===== src/common/ldpc_params.svh =====
// code size, widths and parity-check row masks, included by every ldpc rtl file
`ifndef LDPC_PARAMS_SVH
`define LDPC_PARAMS_SVH

// channel llr and edge message width, signed
`define LDPC_LLR_W 6
// posterior sum width, holds llr plus two check messages
`define LDPC_POST_W 8

// regular (2,4) code
`define LDPC_N_VAR 8
`define LDPC_N_CHK 4

// max_iter and iteration counter width
`define LDPC_ITER_W 5

// row masks, bit i set when variable vi takes part in the check
`define LDPC_H_ROW0 8'h0f
`define LDPC_H_ROW1 8'hf0
`define LDPC_H_ROW2 8'h55
`define LDPC_H_ROW3 8'haa

`endif


===== src/common/ldpc_pkg.sv =====
// shared phase encoding and message/result structs for the ldpc decoder and its testbench
`include "ldpc_params.svh"
`default_nettype none

package ldpc_pkg;

    // controller phases
    typedef enum logic [2:0]
    {
        PH_IDLE = 3'd0,
        PH_LOAD = 3'd1,
        PH_CNU  = 3'd2,
        PH_VNU  = 3'd3,
        PH_OUT  = 3'd4
    } ldpc_phase_t;

    // one sequencing step broadcast to both node units
    // idx is the variable in load/vnu, the row in cnu
    typedef struct packed {
        ldpc_phase_t phase;
        logic [2:0]  idx;
        logic        valid;
    } ldpc_step_t;

    // four edges of one check row, m0 is the lowest variable of the row
    typedef struct packed {
        logic [`LDPC_LLR_W-1:0] m3;
        logic [`LDPC_LLR_W-1:0] m2;
        logic [`LDPC_LLR_W-1:0] m1;
        logic [`LDPC_LLR_W-1:0] m0;
    } ldpc_row_msg_t;

    // all 16 edges, indexed by row
    typedef ldpc_row_msg_t [3:0] ldpc_edge_bus_t;

    // decode outcome presented with done
    typedef struct packed {
        logic [`LDPC_N_VAR-1:0]  word;
        logic [`LDPC_ITER_W-1:0] iters;
        logic                    converged;
    } ldpc_result_t;

endpackage

`default_nettype wire


===== src/ldpc_ctrl/ldpc_ctrl.sv =====
// phase fsm, counters and result register that the decoder top instantiates once
`include "ldpc_params.svh"
`timescale 1ns/10ps
`default_nettype none

module ldpc_ctrl (
    input  wire logic                     clk,
    input  wire logic                     reset_n,
    input  wire logic                     start,
    input  wire logic                     llr_valid,
    input  wire logic [`LDPC_ITER_W-1:0]  max_iter,
    input  wire logic [`LDPC_N_VAR-1:0]   hard,
    input  wire logic                     parity_fail,
    output ldpc_pkg::ldpc_step_t          step,
    output logic                          busy,
    output logic                          done,
    output ldpc_pkg::ldpc_result_t        result
);

    ldpc_pkg::ldpc_phase_t     phase_q;
    logic [2:0]                idx_q;
    // evaluation cycle after the last vnu step
    logic                      eval_q;
    logic [`LDPC_ITER_W-1:0]   iter_q;
    logic [`LDPC_ITER_W-1:0]   max_q;
    logic                      last_load;
    logic                      last_cnu;
    logic                      last_vnu;
    logic                      stop;

    assign last_load = llr_valid && (idx_q == 3'(`LDPC_N_VAR - 1));
    assign last_cnu  = (idx_q == 3'(`LDPC_N_CHK - 1));
    assign last_vnu  = (idx_q == 3'(`LDPC_N_VAR - 1));
    // converged or iteration budget used up
    assign stop      = !parity_fail || (iter_q == max_q);

    assign busy = (phase_q != ldpc_pkg::PH_IDLE);
    assign done = (phase_q == ldpc_pkg::PH_OUT);

    // step word seen by both node units
    always_comb
    begin
        step.phase = phase_q;
        step.idx   = idx_q;
        case (phase_q)
            ldpc_pkg::PH_LOAD: step.valid = llr_valid;
            ldpc_pkg::PH_CNU:  step.valid = 1'b1;
            // no step during evaluation
            ldpc_pkg::PH_VNU:  step.valid = !eval_q;
            default:           step.valid = 1'b0;
        endcase
    end

    always_ff @(posedge clk or negedge reset_n)
    begin
        if (!reset_n)
        begin
            phase_q <= ldpc_pkg::PH_IDLE;
            idx_q   <= '0;
            eval_q  <= 1'b0;
            iter_q  <= '0;
            max_q   <= '0;
            result  <= '0;
        end
        else
        begin
            case (phase_q)
                ldpc_pkg::PH_IDLE:
                    if (start)
                    begin
                        phase_q <= ldpc_pkg::PH_LOAD;
                        idx_q   <= '0;
                        iter_q  <= '0;
                        max_q   <= max_iter;
                    end
                ldpc_pkg::PH_LOAD:
                    // index wraps to 0 after v7 and so starts cnu at row 0
                    if (llr_valid)
                    begin
                        idx_q <= idx_q + 3'd1;
                        if (last_load)
                        begin
                            phase_q <= ldpc_pkg::PH_CNU;
                            iter_q  <= iter_q + 1'b1;
                        end
                    end
                ldpc_pkg::PH_CNU:
                    if (last_cnu)
                    begin
                        phase_q <= ldpc_pkg::PH_VNU;
                        idx_q   <= '0;
                    end
                    else
                        idx_q <= idx_q + 3'd1;
                ldpc_pkg::PH_VNU:
                    if (eval_q)
                    begin
                        eval_q <= 1'b0;
                        idx_q  <= '0;
                        if (stop)
                        begin
                            // captured here so result is valid while done is high
                            phase_q          <= ldpc_pkg::PH_OUT;
                            result.word      <= hard;
                            result.iters     <= iter_q;
                            result.converged <= !parity_fail;
                        end
                        else
                        begin
                            // parity error loops back for another iteration
                            phase_q <= ldpc_pkg::PH_CNU;
                            iter_q  <= iter_q + 1'b1;
                        end
                    end
                    else
                    begin
                        idx_q <= idx_q + 3'd1;
                        if (last_vnu)
                            eval_q <= 1'b1;
                    end
                default:
                    phase_q <= ldpc_pkg::PH_IDLE;
            endcase
        end
    end

    a_done_pulse: assert property (@(posedge clk) disable iff (!reset_n)
        done |=> !done);

    a_cnu_row: assert property (@(posedge clk) disable iff (!reset_n)
        (step.valid && step.phase == ldpc_pkg::PH_CNU) |-> (step.idx < `LDPC_N_CHK));

    // start while busy neither reopens load nor moves the load index
    a_start_busy: assert property (@(posedge clk) disable iff (!reset_n)
        (start && busy)
            |=> $stable(max_q)
                && (phase_q != ldpc_pkg::PH_LOAD || $past(phase_q) == ldpc_pkg::PH_LOAD)
                && ($past(phase_q) != ldpc_pkg::PH_LOAD || $past(llr_valid)
                    || $stable(idx_q)));

endmodule

`default_nettype wire


===== src/logic/ldpc_cnu.sv =====
// check-node unit: min-sum update of one row per cnu step, holds the check-to-variable store
`include "ldpc_params.svh"
`timescale 1ns/10ps
`default_nettype none

module ldpc_cnu (
    input  wire logic                     clk,
    input  wire logic                     reset_n,
    input  wire ldpc_pkg::ldpc_step_t     step,
    input  wire ldpc_pkg::ldpc_edge_bus_t v2c,
    output ldpc_pkg::ldpc_edge_bus_t      c2v
);

    localparam int W       = `LDPC_LLR_W;
    // symmetric llr range, -32 never leaves this unit
    localparam int MAG_MAX = (1 << (W - 1)) - 1;

    logic [3:0][W-1:0]                  in_msg;
    logic [3:0][W-1:0]                  out_msg;
    // W bits unsigned, room for magnitude 32
    logic [3:0][W-1:0]                  mag;
    logic [3:0]                         sgn;
    logic [`LDPC_N_CHK-1:0][3:0][W-1:0] store_q;
    logic                               row_hit;
    logic                               clear;

    assign row_hit = step.valid && (step.phase == ldpc_pkg::PH_CNU);
    // first llr of a new block wipes the previous decode
    assign clear   = step.valid && (step.phase == ldpc_pkg::PH_LOAD) && (step.idx == 3'd0);

    // row selected by the step index
    assign in_msg = v2c[step.idx[1:0]];

    // sign and magnitude of each incoming edge
    always_comb
    begin
        for (int k = 0; k < 4; k++)
        begin
            sgn[k] = in_msg[k][W-1];
            mag[k] = in_msg[k][W-1] ? -in_msg[k] : in_msg[k];
        end
    end

    // extrinsic min-sum, each edge sees only the other three
    always_comb
    begin
        logic [W-1:0] m;
        logic         s;
        for (int e = 0; e < 4; e++)
        begin
            m = {W{1'b1}};
            s = 1'b0;
            for (int k = 0; k < 4; k++)
            begin
                if (k != e)
                begin
                    if (mag[k] < m)
                        m = mag[k];
                    s = s ^ sgn[k];
                end
            end
            if (m > MAG_MAX)
                m = MAG_MAX[W-1:0];
            out_msg[e] = s ? -m : m;
        end
    end

    always_ff @(posedge clk or negedge reset_n)
    begin
        if (!reset_n)
            store_q <= '0;
        else if (clear)
            store_q <= '0;
        else if (row_hit)
            store_q[step.idx[1:0]] <= out_msg;
    end

    assign c2v = store_q;

    a_row_range: assert property (@(posedge clk) disable iff (!reset_n)
        row_hit |-> (step.idx < `LDPC_N_CHK));

endmodule

`default_nettype wire


===== src/logic/ldpc_decoder.sv =====
// ldpc decoder top: controller plus check-node and variable-node units
`include "ldpc_params.svh"
`timescale 1ns/10ps
`default_nettype none

module ldpc_decoder (
    input  wire logic                     clk,
    input  wire logic                     reset_n,
    input  wire logic                     start,
    input  wire logic                     llr_valid,
    input  wire logic [`LDPC_LLR_W-1:0]   llr_in,
    input  wire logic [`LDPC_ITER_W-1:0]  max_iter,
    output logic                          busy,
    output logic                          done,
    output ldpc_pkg::ldpc_result_t        result
);

    ldpc_pkg::ldpc_step_t     step;
    ldpc_pkg::ldpc_edge_bus_t v2c;
    ldpc_pkg::ldpc_edge_bus_t c2v;
    logic [`LDPC_N_VAR-1:0]   hard;
    logic                     parity_fail;

    ldpc_ctrl ctrl_i (
        .clk         (clk),
        .reset_n     (reset_n),
        .start       (start),
        .llr_valid   (llr_valid),
        .max_iter    (max_iter),
        .hard        (hard),
        .parity_fail (parity_fail),
        .step        (step),
        .busy        (busy),
        .done        (done),
        .result      (result)
    );

    ldpc_cnu cnu_i (
        .clk     (clk),
        .reset_n (reset_n),
        .step    (step),
        .v2c     (v2c),
        .c2v     (c2v)
    );

    // channel llrs go straight in, the load step says where
    ldpc_vnu vnu_i (
        .clk         (clk),
        .reset_n     (reset_n),
        .step        (step),
        .llr_in      (llr_in),
        .c2v         (c2v),
        .v2c         (v2c),
        .hard        (hard),
        .parity_fail (parity_fail)
    );

endmodule

`default_nettype wire


===== src/logic/ldpc_vnu.sv =====
// variable-node unit: channel llrs, posterior and outgoing messages, hard bits and parity check
`include "ldpc_params.svh"
`timescale 1ns/10ps
`default_nettype none

module ldpc_vnu (
    input  wire logic                     clk,
    input  wire logic                     reset_n,
    input  wire ldpc_pkg::ldpc_step_t     step,
    input  wire logic [`LDPC_LLR_W-1:0]   llr_in,
    input  wire ldpc_pkg::ldpc_edge_bus_t c2v,
    output ldpc_pkg::ldpc_edge_bus_t      v2c,
    output logic [`LDPC_N_VAR-1:0]        hard,
    output logic                          parity_fail
);

    localparam int W       = `LDPC_LLR_W;
    localparam int PW      = `LDPC_POST_W;
    localparam int NV      = `LDPC_N_VAR;
    localparam int MAG_MAX = (1 << (W - 1)) - 1;

    logic [NV-1:0][W-1:0]   chan_q;
    logic [3:0][3:0][W-1:0] v2c_q;
    logic [3:0][3:0][W-1:0] c2v_a;
    // the two edges of the current variable, row and slot in that row
    logic [1:0]             row_a;
    logic [1:0]             pos_a;
    logic [1:0]             row_b;
    logic [1:0]             pos_b;
    logic signed [PW-1:0]   chan_x;
    logic signed [PW-1:0]   msg_a;
    logic signed [PW-1:0]   msg_b;
    logic signed [PW-1:0]   post;
    logic [NV-1:0]          hard_nx;
    logic                   load_hit;
    logic                   vnu_hit;

    function automatic logic [W-1:0] sat_llr(input logic signed [PW-1:0] x);
        if (x > MAG_MAX)
            return W'(MAG_MAX);
        else if (x < -MAG_MAX)
            return W'(-MAG_MAX);
        else
            return x[W-1:0];
    endfunction

    assign load_hit = step.valid && (step.phase == ldpc_pkg::PH_LOAD);
    assign vnu_hit  = step.valid && (step.phase == ldpc_pkg::PH_VNU);

    // rows 0/1 hold v0-v3 and v4-v7, rows 2/3 hold even and odd variables
    assign row_a = {1'b0, step.idx[2]};
    assign pos_a = step.idx[1:0];
    assign row_b = {1'b1, step.idx[0]};
    assign pos_b = step.idx[2:1];

    assign c2v_a = c2v;

    // sign-extend to posterior width
    assign chan_x = {{(PW - W){chan_q[step.idx][W-1]}}, chan_q[step.idx]};
    assign msg_a  = {{(PW - W){c2v_a[row_a][pos_a][W-1]}}, c2v_a[row_a][pos_a]};
    assign msg_b  = {{(PW - W){c2v_a[row_b][pos_b][W-1]}}, c2v_a[row_b][pos_b]};
    assign post   = chan_x + msg_a + msg_b;

    // hard word including the bit written this cycle
    always_comb
    begin
        hard_nx = hard;
        hard_nx[step.idx] = post[PW-1];
    end

    // message and llr store
    always_ff @(posedge clk)
    begin
        if (load_hit)
        begin
            chan_q[step.idx]      <= llr_in;
            v2c_q[row_a][pos_a]   <= llr_in;
            v2c_q[row_b][pos_b]   <= llr_in;
        end
        else if (vnu_hit)
        begin
            // extrinsic: drop the edge's own incoming message
            v2c_q[row_a][pos_a]   <= sat_llr(post - msg_a);
            v2c_q[row_b][pos_b]   <= sat_llr(post - msg_b);
        end
    end

    always_ff @(posedge clk or negedge reset_n)
    begin
        if (!reset_n)
        begin
            hard        <= '0;
            parity_fail <= 1'b0;
        end
        else if (vnu_hit)
        begin
            hard[step.idx] <= post[PW-1];
            // full word known at v7, ready for the evaluation cycle
            if (step.idx == 3'(NV - 1))
                parity_fail <= (^(hard_nx & `LDPC_H_ROW0)) | (^(hard_nx & `LDPC_H_ROW1))
                             | (^(hard_nx & `LDPC_H_ROW2)) | (^(hard_nx & `LDPC_H_ROW3));
        end
    end

    assign v2c = v2c_q;

    a_v2c_known: assert property (@(posedge clk) disable iff (!reset_n)
        (step.valid && step.phase == ldpc_pkg::PH_CNU) |-> !$isunknown(v2c));

endmodule

`default_nettype wire


===== config.mk =====
export PLATFORM = sky130hd
export DESIGN_NAME = ldpc_decoder
export DESIGN_NICKNAME = d
export VERILOG_FILES = /design/src/common/ldpc_pkg.sv /design/src/ldpc_ctrl/ldpc_ctrl.sv /design/src/logic/ldpc_cnu.sv /design/src/logic/ldpc_decoder.sv /design/src/logic/ldpc_vnu.sv
export VERILOG_INCLUDE_DIRS = /design/src /design/src/common
export SDC_FILE = /design/constraint.sdc
export NUM_CORES = 1
export LEC_CHECK = 0
export ABC_AREA = 0
export BUFFER_PORTS_ARGS = -buffer_cell sky130_fd_sc_hd__buf_2
export CAP_MARGIN = 5
export CORE_MARGIN = 5
export CORE_UTILIZATION = 35
export CTS_BUF_LIST = sky130_fd_sc_hd__clkbuf_2
export DETAILED_ROUTE_END_ITERATION = 8
export GPL_ROUTABILITY_DRIVEN = 1
export PLACE_DENSITY = 0.56
export SLEW_MARGIN = 15
export SYNTH_ARGS = -nofsm -noshare
export SYNTH_HDL_FRONTEND = slang
export SYNTH_SLANG_ARGS = --single-unit

===== constraint.sdc =====
create_clock -name clk -period 6.7 [get_ports clk]
set_input_delay 0.335 -clock clk [delete_from_list [all_inputs] [get_ports clk]]
set_output_delay 0.335 -clock clk [all_outputs]
set_load 0.05 [all_outputs]

Yosys cells after proc, flatten, opt, wreduce, memory -nomap -nowiden
Index checks and enable logic that the tools add are counted.
Widths: inputs -> output; s select.
{"block": "op_classes", "add_sub_neg": 14, "magnitude_cmp": 27, "n_eq_ne": 13, "muxes": 87, "bitwise_logic": 10, "reduce_logical": 30}
{"op": "$bwmux 96", "n": 5}
{"op": "$mux 96", "n": 4}
{"op": "$mux 6", "n": 35}
{"op": "$mux 24", "n": 8}
{"op": "$bmux 24 s2", "n": 1}
{"op": "$bwmux 48", "n": 1}
{"op": "$demux 24 s1", "n": 2}
{"op": "$demux 24 s2", "n": 1}
{"op": "$neg 6->6", "n": 8}
{"op": "$lt 6x6->1", "n": 7}
{"op": "$reduce_xor 8->1", "n": 4}
{"op": "$mux 3", "n": 10}
{"op": "$mux 5", "n": 5}
{"op": "$bmux 6 s2", "n": 2}
{"op": "$demux 6 s2", "n": 2}
{"op": "$gt 6x5->1 const B", "n": 4}
{"op": "$pmux 3 s4", "n": 2}
{"op": "$bmux 6 s3", "n": 1}
{"op": "$demux 6 s3", "n": 1}
{"op": "$gt 8x6->1 const B", "n": 2}
{"op": "$lt 8x6->1 const B", "n": 2}
{"op": "$sub 8x6->8", "n": 2}
{"op": "$pmux 5 s3", "n": 1}
{"op": "$lt 6x6->1 const B", "n": 2}
{"op": "33 further kinds", "n": 69}
{"block": "totals", "register_bits": 280, "input_bits": 15, "wordCells": 231}

Depth between registers and ports, before layout
Gate-level depths: netlist of run 1.
{"block": "depth", "ltp_word": 17, "mapped_depth": 32, "ltp_nobuf": 28}

By module
A second synthesis of run 1 with hierarchy kept.
{"block": "unflattened", "hier_cells": 1580, "hier_area_um2": 16731.0}
{"mod": "ldpc_vnu", "instances": 1, "cells_per_inst": 711, "area_per_inst_um2": 8359.3}
{"mod": "ldpc_cnu", "instances": 1, "cells_per_inst": 726, "area_per_inst_um2": 6771.5}
{"mod": "ldpc_ctrl", "instances": 1, "cells_per_inst": 143, "area_per_inst_um2": 1600.3}

Worst setup path before layout of run 1
No wires, ideal clock.
{"block": "synth_timing", "path_type": "flip-flop to flip-flop", "startpoint": "reg ctrl_i.idx_q[0]", "endpoint": "reg cnu_i.store_q, in the netlist cnu_i.c2v[52]", "t_arrival_ns": 6.512, "t_required_ns": 6.634, "path_slack_ns": 0.122, "path_stages_with_launch": 27, "path_buffers": 4, "path_cell_list": "dfrtp_1 > buf_6 > buf_6 > buf_4 > mux4_2 > o31ai_1 > xor2_1 > clkinv_1 > ha_1 > a2111oi_0 > nor4_1 > a2111oi_4 > mux2i_1 > ha_1 > and3_1 > a221o_1 > a21oi_1 > o21ai_2 > buf_4 > mux2i_1 > inv_1 > ha_1 > nand2_1 > nor2_1 > a211o_1 > xnor2_1 > a22o_1"}
{"block": "synth_via", "elab_chain_cells": 17, "elab_cells_between_ends": 31, "cone_classes": "4 x add/sub; 6 x order compare; 15 x mux; 2 x bitwise; 4 x reduce/logical"}
{"element": "start: declaration", "line_no": "ldpc_ctrl.sv:21", "text": "logic [2:0] idx_q;"}
{"element": "start signal: assignment", "line_no": "ldpc_ctrl.sv:80", "text": "idx_q <= idx_q + 3'd1;"}
{"element": "start signal: assignment", "line_no": "ldpc_ctrl.sv:94", "text": "idx_q <= idx_q + 3'd1;"}
{"element": "start signal: assignment", "line_no": "ldpc_ctrl.sv:117", "text": "idx_q <= idx_q + 3'd1;"}
{"element": "$bmux 24 s2", "line_no": "ldpc_cnu.sv:32", "text": "assign in_msg = v2c[step.idx[1:0]];"}
{"element": "$mux 24 (implied by the code)", "line_no": "ldpc_cnu.sv:32"}
{"element": "$neg 6->6", "line_no": "ldpc_cnu.sv:40", "text": "mag[k] = in_msg[k][W-1] ? -in_msg[k] : in_msg[k];"}
{"element": "$mux 6", "line_no": "ldpc_cnu.sv:40"}
{"element": "$lt 6x6->1", "line_no": "ldpc_cnu.sv:57", "text": "if (mag[k] < m)"}
{"element": "$mux 6", "line_no": "ldpc_cnu.sv:57"}
{"element": "$lt 6x6->1", "line_no": "ldpc_cnu.sv:57"}
{"element": "$mux 6", "line_no": "ldpc_cnu.sv:57"}
{"element": "$lt 6x6->1", "line_no": "ldpc_cnu.sv:57"}
{"element": "$mux 6", "line_no": "ldpc_cnu.sv:57"}
{"element": "$gt 6x5->1", "line_no": "ldpc_cnu.sv:62", "text": "if (m > MAG_MAX)"}
{"element": "$mux 6", "line_no": "ldpc_cnu.sv:62"}
{"element": "$neg 6->6", "line_no": "ldpc_cnu.sv:64", "text": "out_msg[e] = s ? -m : m;"}
{"element": "$mux 6", "line_no": "ldpc_cnu.sv:64"}
{"element": "$bwmux 96", "line_no": "ldpc_cnu.sv:75", "text": "store_q[step.idx[1:0]] <= out_msg;"}
{"element": "$mux 96", "line_no": "ldpc_cnu.sv:74", "text": "else if (row_hit)"}
{"element": "$mux 96", "line_no": "ldpc_cnu.sv:72", "text": "else if (clear)"}
{"element": "end signal: indexed assignment", "line_no": "ldpc_cnu.sv:75"}
{"element": "end: declaration", "line_no": "ldpc_cnu.sv:23", "text": "logic [`LDPC_N_CHK-1:0][3:0][W-1:0] store_q;"}
Parallel ways exist; a longest one is shown, timed or not. The select of a mux whose other input is x is not followed.
A chain may end at the register's enable or synchronous reset.

Worst setup path in the final report of run 1
{"block": "layout_timing", "startpoint": "reg ctrl_i.idx_q[0]", "endpoint": "reg cnu_i.store_q, in the netlist cnu_i.c2v[4]"}
The elaborated chain is that of the path after synthesis.

==> key figures, run 1 <==
Status
  • Status: finished clean

Cells and area
  • Fraction of layout cells with a size suffix above 1: 20.1%
  • Area growth syn-to-layout: 14.3%
  • Register area: between 7000 and 8000 um^2
  • Nets: 1689
  • Filler cells: 4330
  • Area taken by multi-input logic gates: 7560 um^2
  • Post-layout util: 40.6%

Clock tree
  • Clock sinks: between 200 and 300
  • CTS tree: built
  • Root Buffer: clkbuf_2
  • CTS HTree Levels: 3
  • CTS Buf Count: 75
  • Worst skew pair latency: 0.99 ns
  • CTS Buffer Depth: 3
  • Worst-path clk slew: between 0.1 and 0.15 ns

Setup path
  • Crit-path max FO: 15
  • Worst r2r path cells: 25
  • CP Class: flop to flop
  • CP startpoint: ctrl_i.idx_q[0]
  • R2R Path Start: ctrl_i.idx_q[0]
  • Crit end category: flop
  • Worst Setup Start Kind: flop
  • Critical Path RT: 7.57 ns
  • CP arrival: between 7 and 8 ns

Timing
  • Relative slew slack: 23.9%
  • Setup ws final: 0.313 ns
  • Slew @ Worst Pin: about 1.1 ns
  • Setup-failing EPs final: 0
  • Max Freq: 157 MHz
  • Period minus WS final: around 6.4 ns
  • RSZ-0062 raised after global routing: yes
  • Final count of hold timing violations: 0
  • Crit share post-route: 95.3%
  • Final Max Slew Viols: 0
  • Worst clock skew: 0.0851 ns
  • Hold slack: 0.259 ns

Hold path
  • Worst min path class: primary input to flop
  • Hold path cells: 2
  • Hold path start: llr_in[5]

Die
  • Total core area: 44300 um^2
  • Die Span X: 222 um
  • Chip Height: 222 um
  • IO Count: 31
  • Num rows: 77
  • Initial Util: between 30% and 40%
  • Total Die Area: 49300 um^2

Routing
  • Vias per Instance: 5.45
  • Initial drt markers: 930
  • Pre-antenna DRT Iters: 5
  • Post-DR wirelength/cell: a little over 20 um
  • Vias: approximately 12000
  • # DRC: 0
  • Detail Route Antenna Nets: 0
  • Final wirelength: ~45 mm

Placed design
  • Post-DP HPWL: approximately 33 mm
  • Place WS: -0.0825 ns
  • Input/output buffers: 30
  • Global placement routability congestion: 0.899

Synthesis
  • Post-synthesis cell area: 15700 um^2
  • #FFs+latches synth: 280
  • Sequential cell area fraction in the yosys report: 49.1%
  • Most numerous cell in the Yosys netlist: nor2_1
  • Yosys cell types: 84
  • Synth async-reset ratio: 48.6%
  • Most frequent cells after synthesis: nor2_1 (187), edfxtp_1 (144), dfrtp_1 (136)
  • Syn_area_per_cell: 10.8 um^2
  • Top post-synthesis cells by area: edfxtp_1 (27%), dfrtp_1 (22%), mux4_2 (5.1%)
  • Dominant cell type by area after synthesis: edfxtp_1
  • Post-synth EDFFs: between 100 and 150
  • Yosys warns: 0
  • Syn nets: 1542
  • Top FF cell, synth: edfxtp_1
  • Share of the synthesized area in the top cell type: 27.5%
  • Gate Count Post-Synth: between 1000 and 1500

GRT
  • Largest net degree at the start of global routing: 87
  • Vias in the first global route: between 10000 and 15000
  • First-pass GRT wire length: 71.0 mm
  • Total GRT Usage: 18.2%
  • Initial antenna violation count: 1
  • Grt total ovfl: 0

Job
  • Max-cap viol count: 0
[metal layers]
| layer | up-vias | GRT usage, % | wire length, um |
|---|---|---|---|
| met3 | 99 | 3.42 | 2350 |
| li1 | 5699 | - | - |
| met2 | 370 | 28.1 | 20800 |
| met5 | - | 0 | 0 |
| met4 | 0 | 8.03 | 1640 |
| met1 | 6039 | 25.0 | 20400 |
[cell usage in the layout (no fill, tap or decap), drive strengths merged, types with 7 or more instances in the layout]
cell type / count
a21o: 7
a21oi: 46
a22o: 47
a22oi: 38
a31oi: 19
and2: 10
and3: 13
and4: 7
buf: 117
clkbuf: 98
clkinv: 24
dfrtp: 136
dlygate4sd3: 21
edfxtp: 144
fa: 9
ha: 64
inv: 70
mux2: 26
mux2i: 31
mux4: 36
nand2: 128
nand2b: 13
nand3: 29
nand4: 13
nor2: 187
nor2b: 13
nor3: 24
nor3b: 7
o211ai: 15
o21a: 7
o21ai: 87
o22ai: 14
o31ai: 10
xnor2: 38
xor2: 18
[registers in the layout, indices dropped and copies added (netlist names)]
signal and count:
ctrl_i.iter_q 5, ctrl_i.result 14, cnu_i.c2v 96, vnu_i.parity_fail 1, ctrl_i.phase_q 3, ctrl_i.max_q 5
ctrl_i.idx_q 3, vnu_i.hard 8, ctrl_i.eval_q 1, vnu_i.v2c 96, vnu_i.chan_q 48
[metrics by stage]
stage                     cells  cell area [um^2]  setup TNS [ns]
final                      2241             18000               0
after global routing       2241             18000          -0.481
after floorplan            1454             15700               0
after global placement     2078             16900               0
after CTS                  2224             17800               0
after detailed placement   2078             16900          -0.371
[cell type report]
| cell class | instances | share of cell area (%) |
|---|---|---|
| clock inverter | 26 | 0.751 |
| clock buffer | 98 | 2.73 |
| timing repair buffer | 138 | 5.96 |
| sequential | 280 | 43.0 |
| tap | 592 | 4.12 |
| inverter | 69 | 1.44 |
| multi-input combinational | 1037 | 42.0 |
| antenna | 1 | 0.0139 |
[worst max-delay path: stages (launching register included)]
cell,delay (ns)
dfrtp_4,0.50
buf_6,0.16
buf_4,0.18
mux4_2,0.56
o31ai_2,0.33
xnor2_2,0.20
inv_1,0.15
ha_1,0.23
a2111oi_2,0.34
nor4_1,0.15
a2111oi_4,0.40
buf_6,0.21
mux2i_2,0.29
ha_1,0.29
and3_1,0.19
a221o_1,0.35
a21oi_1,0.26
o21ai_4,0.18
mux2i_1,0.17
inv_1,0.11
ha_1,0.23
nand2_1,0.07
nor2_1,0.05
a211o_1,0.32
xnor2_2,0.18
a22o_1,0.22
[cells by family (layout without fill, tap and decap cells)]
group	after synthesis	after routing	share of synthesized area, %
buf+inv	137	331	3.47
flops	280	280	49.1
compound gates	336	336	14.9
other cells	0	1	0
xor+xnor	56	56	3.16
fa+ha+maj	76	76	6.44
mux	93	93	9.00
simple gates	476	476	13.9
[path summary, 6_finish.rpt]
check                                    endpoint  slack, ns
worst min register to register      cnu_i.c2v[16]       0.49
min in group asynchronous       ctrl_i.phase_q[1]       0.32
max in group asynchronous         ctrl_i.idx_q[0]       5.51
worst min-delay path             vnu_i.chan_q[11]       0.26
worst max register to register       cnu_i.c2v[4]       0.31
worst max-delay path                 cnu_i.c2v[4]       0.31
[what timing repair did]
action | in CTS | in global routing
gates cloned | 0 | 0
pin swaps | 0 | 3
gates resized for setup | 3 | 20
hold buffers | 22 | 0
hold endpoints to repair | 170 | 0
setup endpoints to repair | 4 | 46
buffers inserted | 0 | 16
Power of run 1 is not shown: default switching activity piles up to over one toggle a cycle in this logic, so the estimate is an artifact.
==> run 2: changes to the inputs <==
--- a/config.mk
+++ b/config.mk
@@ -14,7 +14,7 @@
 export CTS_BUF_LIST = sky130_fd_sc_hd__clkbuf_2
 export DETAILED_ROUTE_END_ITERATION = 8
 export GPL_ROUTABILITY_DRIVEN = 1
-export PLACE_DENSITY = 0.56
+export PLACE_DENSITY = 0.55
 export SLEW_MARGIN = 15
 export SYNTH_ARGS = -nofsm -noshare
 export SYNTH_HDL_FRONTEND = slang
==> constraint.sdc (replaced) <==
create_clock -name clk -period 6.3 [get_ports clk]
set_input_delay 0.315 -clock clk [delete_from_list [all_inputs] [get_ports clk]]
set_output_delay 0.315 -clock clk [all_outputs]
set_load 0.05 [all_outputs]
==> key figures, run 2 (synthesis gave the netlist of run 1 again) <==
Status
  • Status: finished clean

Job
  • Max-cap viol count: 0 (unchanged)

Routing
  • Routed met2 length: 22.0 mm (+5.5%)
  • Final wirelength: 46.5 mm (+2.8%)
  • Top layer in use: met4
  • Initial drt markers: 965 (+3.8%)
  • Met3 wire len: 2.96 mm (+26%)
  • # DRC: 0 (unchanged)
  • Vias: 12383 (+1.4%)
  • Routed length on met1: 20.5 mm (+0.48%)
  • Detail Route Antenna Nets: 0 (unchanged)
  • Vias per Instance: 5.42 (-0.42%)
  • Pre-antenna DRT Iters: 5 (unchanged)
  • Post-DR wirelength/cell: 20.4 um (+0.93%)

GRT
  • Largest net degree at the start of global routing: 90 (+3.4%)
  • Total GRT Usage: 18.5% (+0.29 points)
  • Initial antenna violation count: 1 (unchanged)
  • First-pass GRT wire length: 72.0 mm (+1.4%)
  • Vias in the first global route: 12383 (+0.85%)
  • Grt total ovfl: 0 (unchanged)

Setup path
  • CP Class: flop to flop
  • CP arrival: 6.97 ns (-0.29 ns)
  • Largest delay share family, worst path: adder cells
  • Critical path depth: 30 (+20%)
  • Critical Path RT: 7.17 ns (-0.40 ns)
  • Critical path buffers and inverters: 6 (+1)
  • CP max-delay cell: mux4_2
  • Crit-path max FO: 6 (-9)
  • CP startpoint: ctrl_i.idx_q[0]
  • Crit-path max cell delay: 0.52 ns (-0.04 ns)
  • Crit path to: cnu_i.c2v[70]
  • Worst Setup Start Kind: flop
  • Reg-to-reg slack, setup: 0.20 ns (-0.11 ns)
  • Worst r2r path cells: 30 (+20%)
  • Crit end category: flop
  • Reg-to-Reg End: cnu_i.c2v[70]
  • R2R Path Start: ctrl_i.idx_q[0]

Cells and area
  • Nets: 1723 (+2.0%)
  • Area growth syn-to-layout: 17.3%
  • Filler cells: 4310 (-0.46%)
  • Post-layout util: 41.7% (+1.1 points)
  • Most frequent cells in the layout: nor2_1 (182), edfxtp_1 (144), dfrtp_1 (134), nand2_1 (125), buf_4 (111)
  • Fraction of layout cells with a size suffix above 1: 23.5% (+3.4 points)
  • Commonest non-fill, non-tap cell in the layout: nor2_1

Placed design
  • Global placement routability congestion: 0.909 (+1.1%)
  • Post-DP HPWL: 33.6 mm (+2.7%)
  • Input/output buffers: 30 (unchanged)

Clock tree
  • Clock sinks: 280 (unchanged)
  • CTS Buf Count: 75 (unchanged)
  • CTS Buffer Depth: 3 (unchanged)
  • CTS HTree Levels: 3 (unchanged)
  • Worst skew pair latency: 1.02 ns (+0.03 ns)
  • Worst-path clk slew: 0.10 ns (-0.02 ns)
  • Root Buffer: clkbuf_2
  • CTS tree: built

Timing
  • Final Max Slew Viols: 0 (unchanged)
  • Setup-failing EPs final: 0 (unchanged)
  • Slew @ Worst Pin: 1.08 ns (-0.0609 ns)
  • Relative slew slack: 27.8% (+3.9 points)
  • Worst clock skew: 0.130 ns (+0.0452 ns)
  • Crit share post-route: 96.8% (+1.5 points)
  • Final count of hold timing violations: 0 (unchanged)
  • Period minus WS final: 6.10 ns (-0.288 ns)
  • Max Freq: 164 MHz (+4.7%)
  • Hold slack: 0.253 ns (-0.00560 ns)

Hold path
  • Worst min path class: primary input to flop
  • Hold path start: llr_in[4]

Die
  • Total core area: 44300 um^2 (unchanged)
  • IO Count: 31 (unchanged)
  • Die Span X: 222 um (unchanged)
  • Initial Util: 35.5% (unchanged)
  • Chip Height: 222 um (unchanged)
  • Total Die Area: 49300 um^2 (unchanged)
  • Num rows: 77 (unchanged)
run 2: cell types whose count changed in the layout (fill, tap and decap cells not counted), sizes merged:
cell | before | now
bufinv | 1 | 2
diode | 1 | 3
buf | 117 | 149
clkinv | 24 | 21
dlygate4sd3 | 21 | 23
inv | 70 | 69
clkbuf | 98 | 107
run 2: final cells by class:
| cell class | instances | area, um^2 | area share (%) |
|---|---|---|---|
| tap | 592 | 741 | 4.01 |
| antenna | 3 | 7.51 | 0.0406 |
| timing repair buffer | 172 | 1340 | 7.25 |
| clock inverter | 23 | 155 | 0.840 |
| multi-input combinational | 1037 | 7710 | 41.7 |
| clock buffer | 107 | 536 | 2.90 |
| inverter | 69 | 260 | 1.41 |
| sequential | 280 | 7730 | 41.8 |
run 2: layer usage:
| metal | vias up | GRT usage (%) |
|---|---|---|
| li1 | 5766 | - |
| met1 | 6142 | 25.0 |
| met2 | 396 | 29.4 |
| met3 | 79 | 4.32 |
| met4 | 0 | 6.10 |
| met5 | - | 0 |
run 2: how the worst min path moves through the flow:
stage | endpoint | slack, ns | cells past startpoint
finish | vnu_i.chan_q[4] | 0.25 | 2
global route | vnu_i.chan_q[26] | 0.20 | 2
CTS | vnu_i.chan_q[3] | 0.14 | 2
detailed placement | cnu_i.c2v[6] | 0.47 | 2
global placement | cnu_i.c2v[40] | 0.46 | 2
floorplan | cnu_i.c2v[0] | 0.02 | 0
run 2: per-stage QoR:
stage	worst slack, ns	std cells	instance area, um^2	TNS, ns
5_1_grt	-0.0402	2281	18500	-0.169
3_3_place_gp	0.0772	2099	17100	0
4_1_cts	0.0166	2256	18100	0
2_1_floorplan	0.00108	1454	15800	0
3_5_place_dp	-0.0842	2099	17100	-0.392
6_report	0.201	2283	18500	0
run 2: what timing repair did:
item | in CTS | in global routing
buffers inserted | 3 | 24
cloned | 0 | 0
endpoints found under the setup margin | 8 | 88
hold endpoints to repair | 203 | 0
hold buffers | 24 | 0
pin swaps | 1 | 14
gates resized for setup | 5 | 51
Power of run 2 is left out for the same reason.
==> run 3: changes to the inputs <==
--- a/config.mk
+++ b/config.mk
@@ -9,12 +9,14 @@
 export ABC_AREA = 0
 export BUFFER_PORTS_ARGS = -buffer_cell sky130_fd_sc_hd__buf_2
 export CAP_MARGIN = 5
+export CELL_PAD_IN_SITES_DETAIL_PLACEMENT = 1
+export CELL_PAD_IN_SITES_GLOBAL_PLACEMENT = 2
 export CORE_MARGIN = 5
 export CORE_UTILIZATION = 35
 export CTS_BUF_LIST = sky130_fd_sc_hd__clkbuf_2
 export DETAILED_ROUTE_END_ITERATION = 8
 export GPL_ROUTABILITY_DRIVEN = 1
-export PLACE_DENSITY = 0.55
+export PLACE_DENSITY = 0.72
 export SLEW_MARGIN = 15
 export SYNTH_ARGS = -nofsm -noshare
 export SYNTH_HDL_FRONTEND = slang
==> key figures, run 3 (synthesis gave the netlist of run 1 again) <==
Routing
  • Top layer in use: met4
  • # DRC: 0 (unchanged)
  • Vias per Instance: 5.46 (+0.65%)
  • Detail Route Antenna Nets: 0 (unchanged)
  • Met3 wire len: 2.12 mm (-28%)
  • Vias: 12507 (+1.0%)
  • Pre-antenna DRT Iters: 5 (unchanged)
  • Routed length on met1: 23.3 mm (+14%)
  • Final wirelength: 51.8 mm (+11%)
  • Initial drt markers: 745 (-23%)
  • Routed met2 length: 25.0 mm (+14%)
  • Post-DR wirelength/cell: 22.6 um (+11%)

Clock tree
  • Clock sinks: 280 (unchanged)
  • Worst skew pair latency: 1.05 ns (+0.03 ns)
  • CTS Buffer Depth: 3 (unchanged)
  • Worst-path clk slew: 0.11 ns (about the same)
  • CTS Buf Count: 76 (+1.3%)
  • CTS tree: built
  • Root Buffer: clkbuf_2
  • CTS HTree Levels: 3 (unchanged)

Cells and area
  • Commonest non-fill, non-tap cell in the layout: nor2_1
  • Most frequent cells in the layout: nor2_1 (184), edfxtp_1 (144), dfrtp_1 (134), nand2_1 (125), clkbuf_2 (120)
  • Nets: 1723 (unchanged)
  • Post-layout util: 41.9% (+0.22 points)
  • Filler cells: 4989 (+16%)
  • Fraction of layout cells with a size suffix above 1: 23.7% (+0.29 points)
  • Register area: 7730 um^2 (unchanged)
  • Area taken by multi-input logic gates: 7740 um^2 (+0.39%)
  • Area growth syn-to-layout: 18.0%

Timing
  • Final Max Slew Viols: 0 (unchanged)
  • Relative slew slack: 27.8% (+0.063 points)
  • Setup-failing EPs final: 0 (unchanged)
  • Period minus WS final: 6.08 ns (-0.0202 ns)
  • Setup ws final: 0.221 ns (+0.0202 ns)
  • Final count of hold timing violations: 0 (unchanged)
  • Slew @ Worst Pin: 1.08 ns (+0.00189 ns)
  • Worst clock skew: 0.114 ns (-0.0160 ns)
  • Max Freq: 165 MHz (+0.33%)
  • RSZ-0062 raised after global routing: yes
  • Fin Setup TNS: 0 ns (unchanged)
  • Crit share post-route: 96.5% (-0.32 points)
  • Hold slack: 0.139 ns (-0.114 ns)

Die
  • IO Count: 31 (unchanged)
  • Total Die Area: 49300 um^2 (unchanged)
  • Die Span X: 222 um (unchanged)
  • Chip Height: 222 um (unchanged)
  • Total core area: 44300 um^2 (unchanged)
  • Initial Util: 35.5% (unchanged)
  • Num rows: 77 (unchanged)

Placed design
  • Post-DP HPWL: 37.9 mm (+13%)
  • Place WS: -0.139 ns (-0.0546 ns)
  • Global placement routability congestion: 0.899 (-1.2%)
  • Input/output buffers: 30 (unchanged)

Setup path
  • CP max-delay cell: mux4_2
  • Crit-path max FO: 7 (+1)
  • CP Class: flop to flop
  • Critical Path RT: 7.15 ns (-0.02 ns)
  • Crit-path max cell delay: 0.57 ns (+0.05 ns)
  • Worst Setup Start Kind: flop
  • CP arrival: 6.93 ns (-0.04 ns)
  • Crit end category: flop

GRT
  • First-pass GRT wire length: 79.9 mm (+11%)
  • Largest net degree at the start of global routing: 73 (-19%)
  • Total GRT Usage: 20.9% (+2.4 points)
  • Vias in the first global route: 13233 (+6.9%)
  • Grt total ovfl: 0 (unchanged)
  • Initial antenna violation count: 2 (+1)

Hold path
  • Worst min path class: primary input to flop

Job
  • Max-cap viol count: 0 (unchanged)

Status
  • Status: finished clean
[run 3: routing by layer]
layer | global-route usage, % | up-vias
met3 | 4.49 | 98
met5 | 0 | -
met1 | 27.9 | 6354
li1 | - | 5793
met4 | 6.14 | 0
met2 | 34.3 | 262
[run 3: worst paths after layout]
kind / start / end / slack (ns) / cells after the start
setup reg to reg: ctrl_i.idx_q[0] / cnu_i.c2v[22] / 0.22 / 29
min in group asynchronous: reset_n / ctrl_i.result[2] / 0.40 / 4
max in group asynchronous: reset_n / cnu_i.c2v[31] / 4.90 / 4
hold / removal: llr_in[5] / vnu_i.chan_q[11] / 0.14 / 2
setup / recovery: ctrl_i.idx_q[0] / cnu_i.c2v[22] / 0.22 / 29
hold reg to reg: cnu_i.c2v[16] / cnu_i.c2v[16] / 0.48 / 2
[run 3: worst max-delay path: cells and delay by family (launching register included)]
family | cells | cell delay, ns
adder cells (fa/ha/maj) | 6 | 1.70
AO/OA/AOI/OAI | 10 | 1.33
multiplexers | 3 | 1.10
AND/OR/NAND/NOR | 5 | 0.58
flip-flops | 1 | 0.49
buffers and inverters | 4 | 0.38
XOR/XNOR | 1 | 0.31
[run 3: area by class of cell]
cell class,count,share of cell area (%)
sequential,280,41.6
inverter,69,1.40
tap,592,3.99
clock buffer,120,3.23
multi-input combinational,1037,41.7
timing repair buffer,171,7.53
clock inverter,20,0.539
antenna,2,0.0269
[run 3: what timing repair did]
action	4_1_cts	5_1_grt
hold buffers	29	0
gates resized for setup	13	47
endpoints found under the hold margin	213	0
setup buffers	3	16
pin swaps	2	12
endpoints found under the setup margin	15	122
[run 3: metrics by stage]
step                area [um^2]  instances
floorplan                 15800       1454
global placement          17200       2101
detailed placement        17200       2101
CTS                       18300       2273
global route              18600       2291
finish                    18600       2291
Power of run 3 is left out for the same reason.
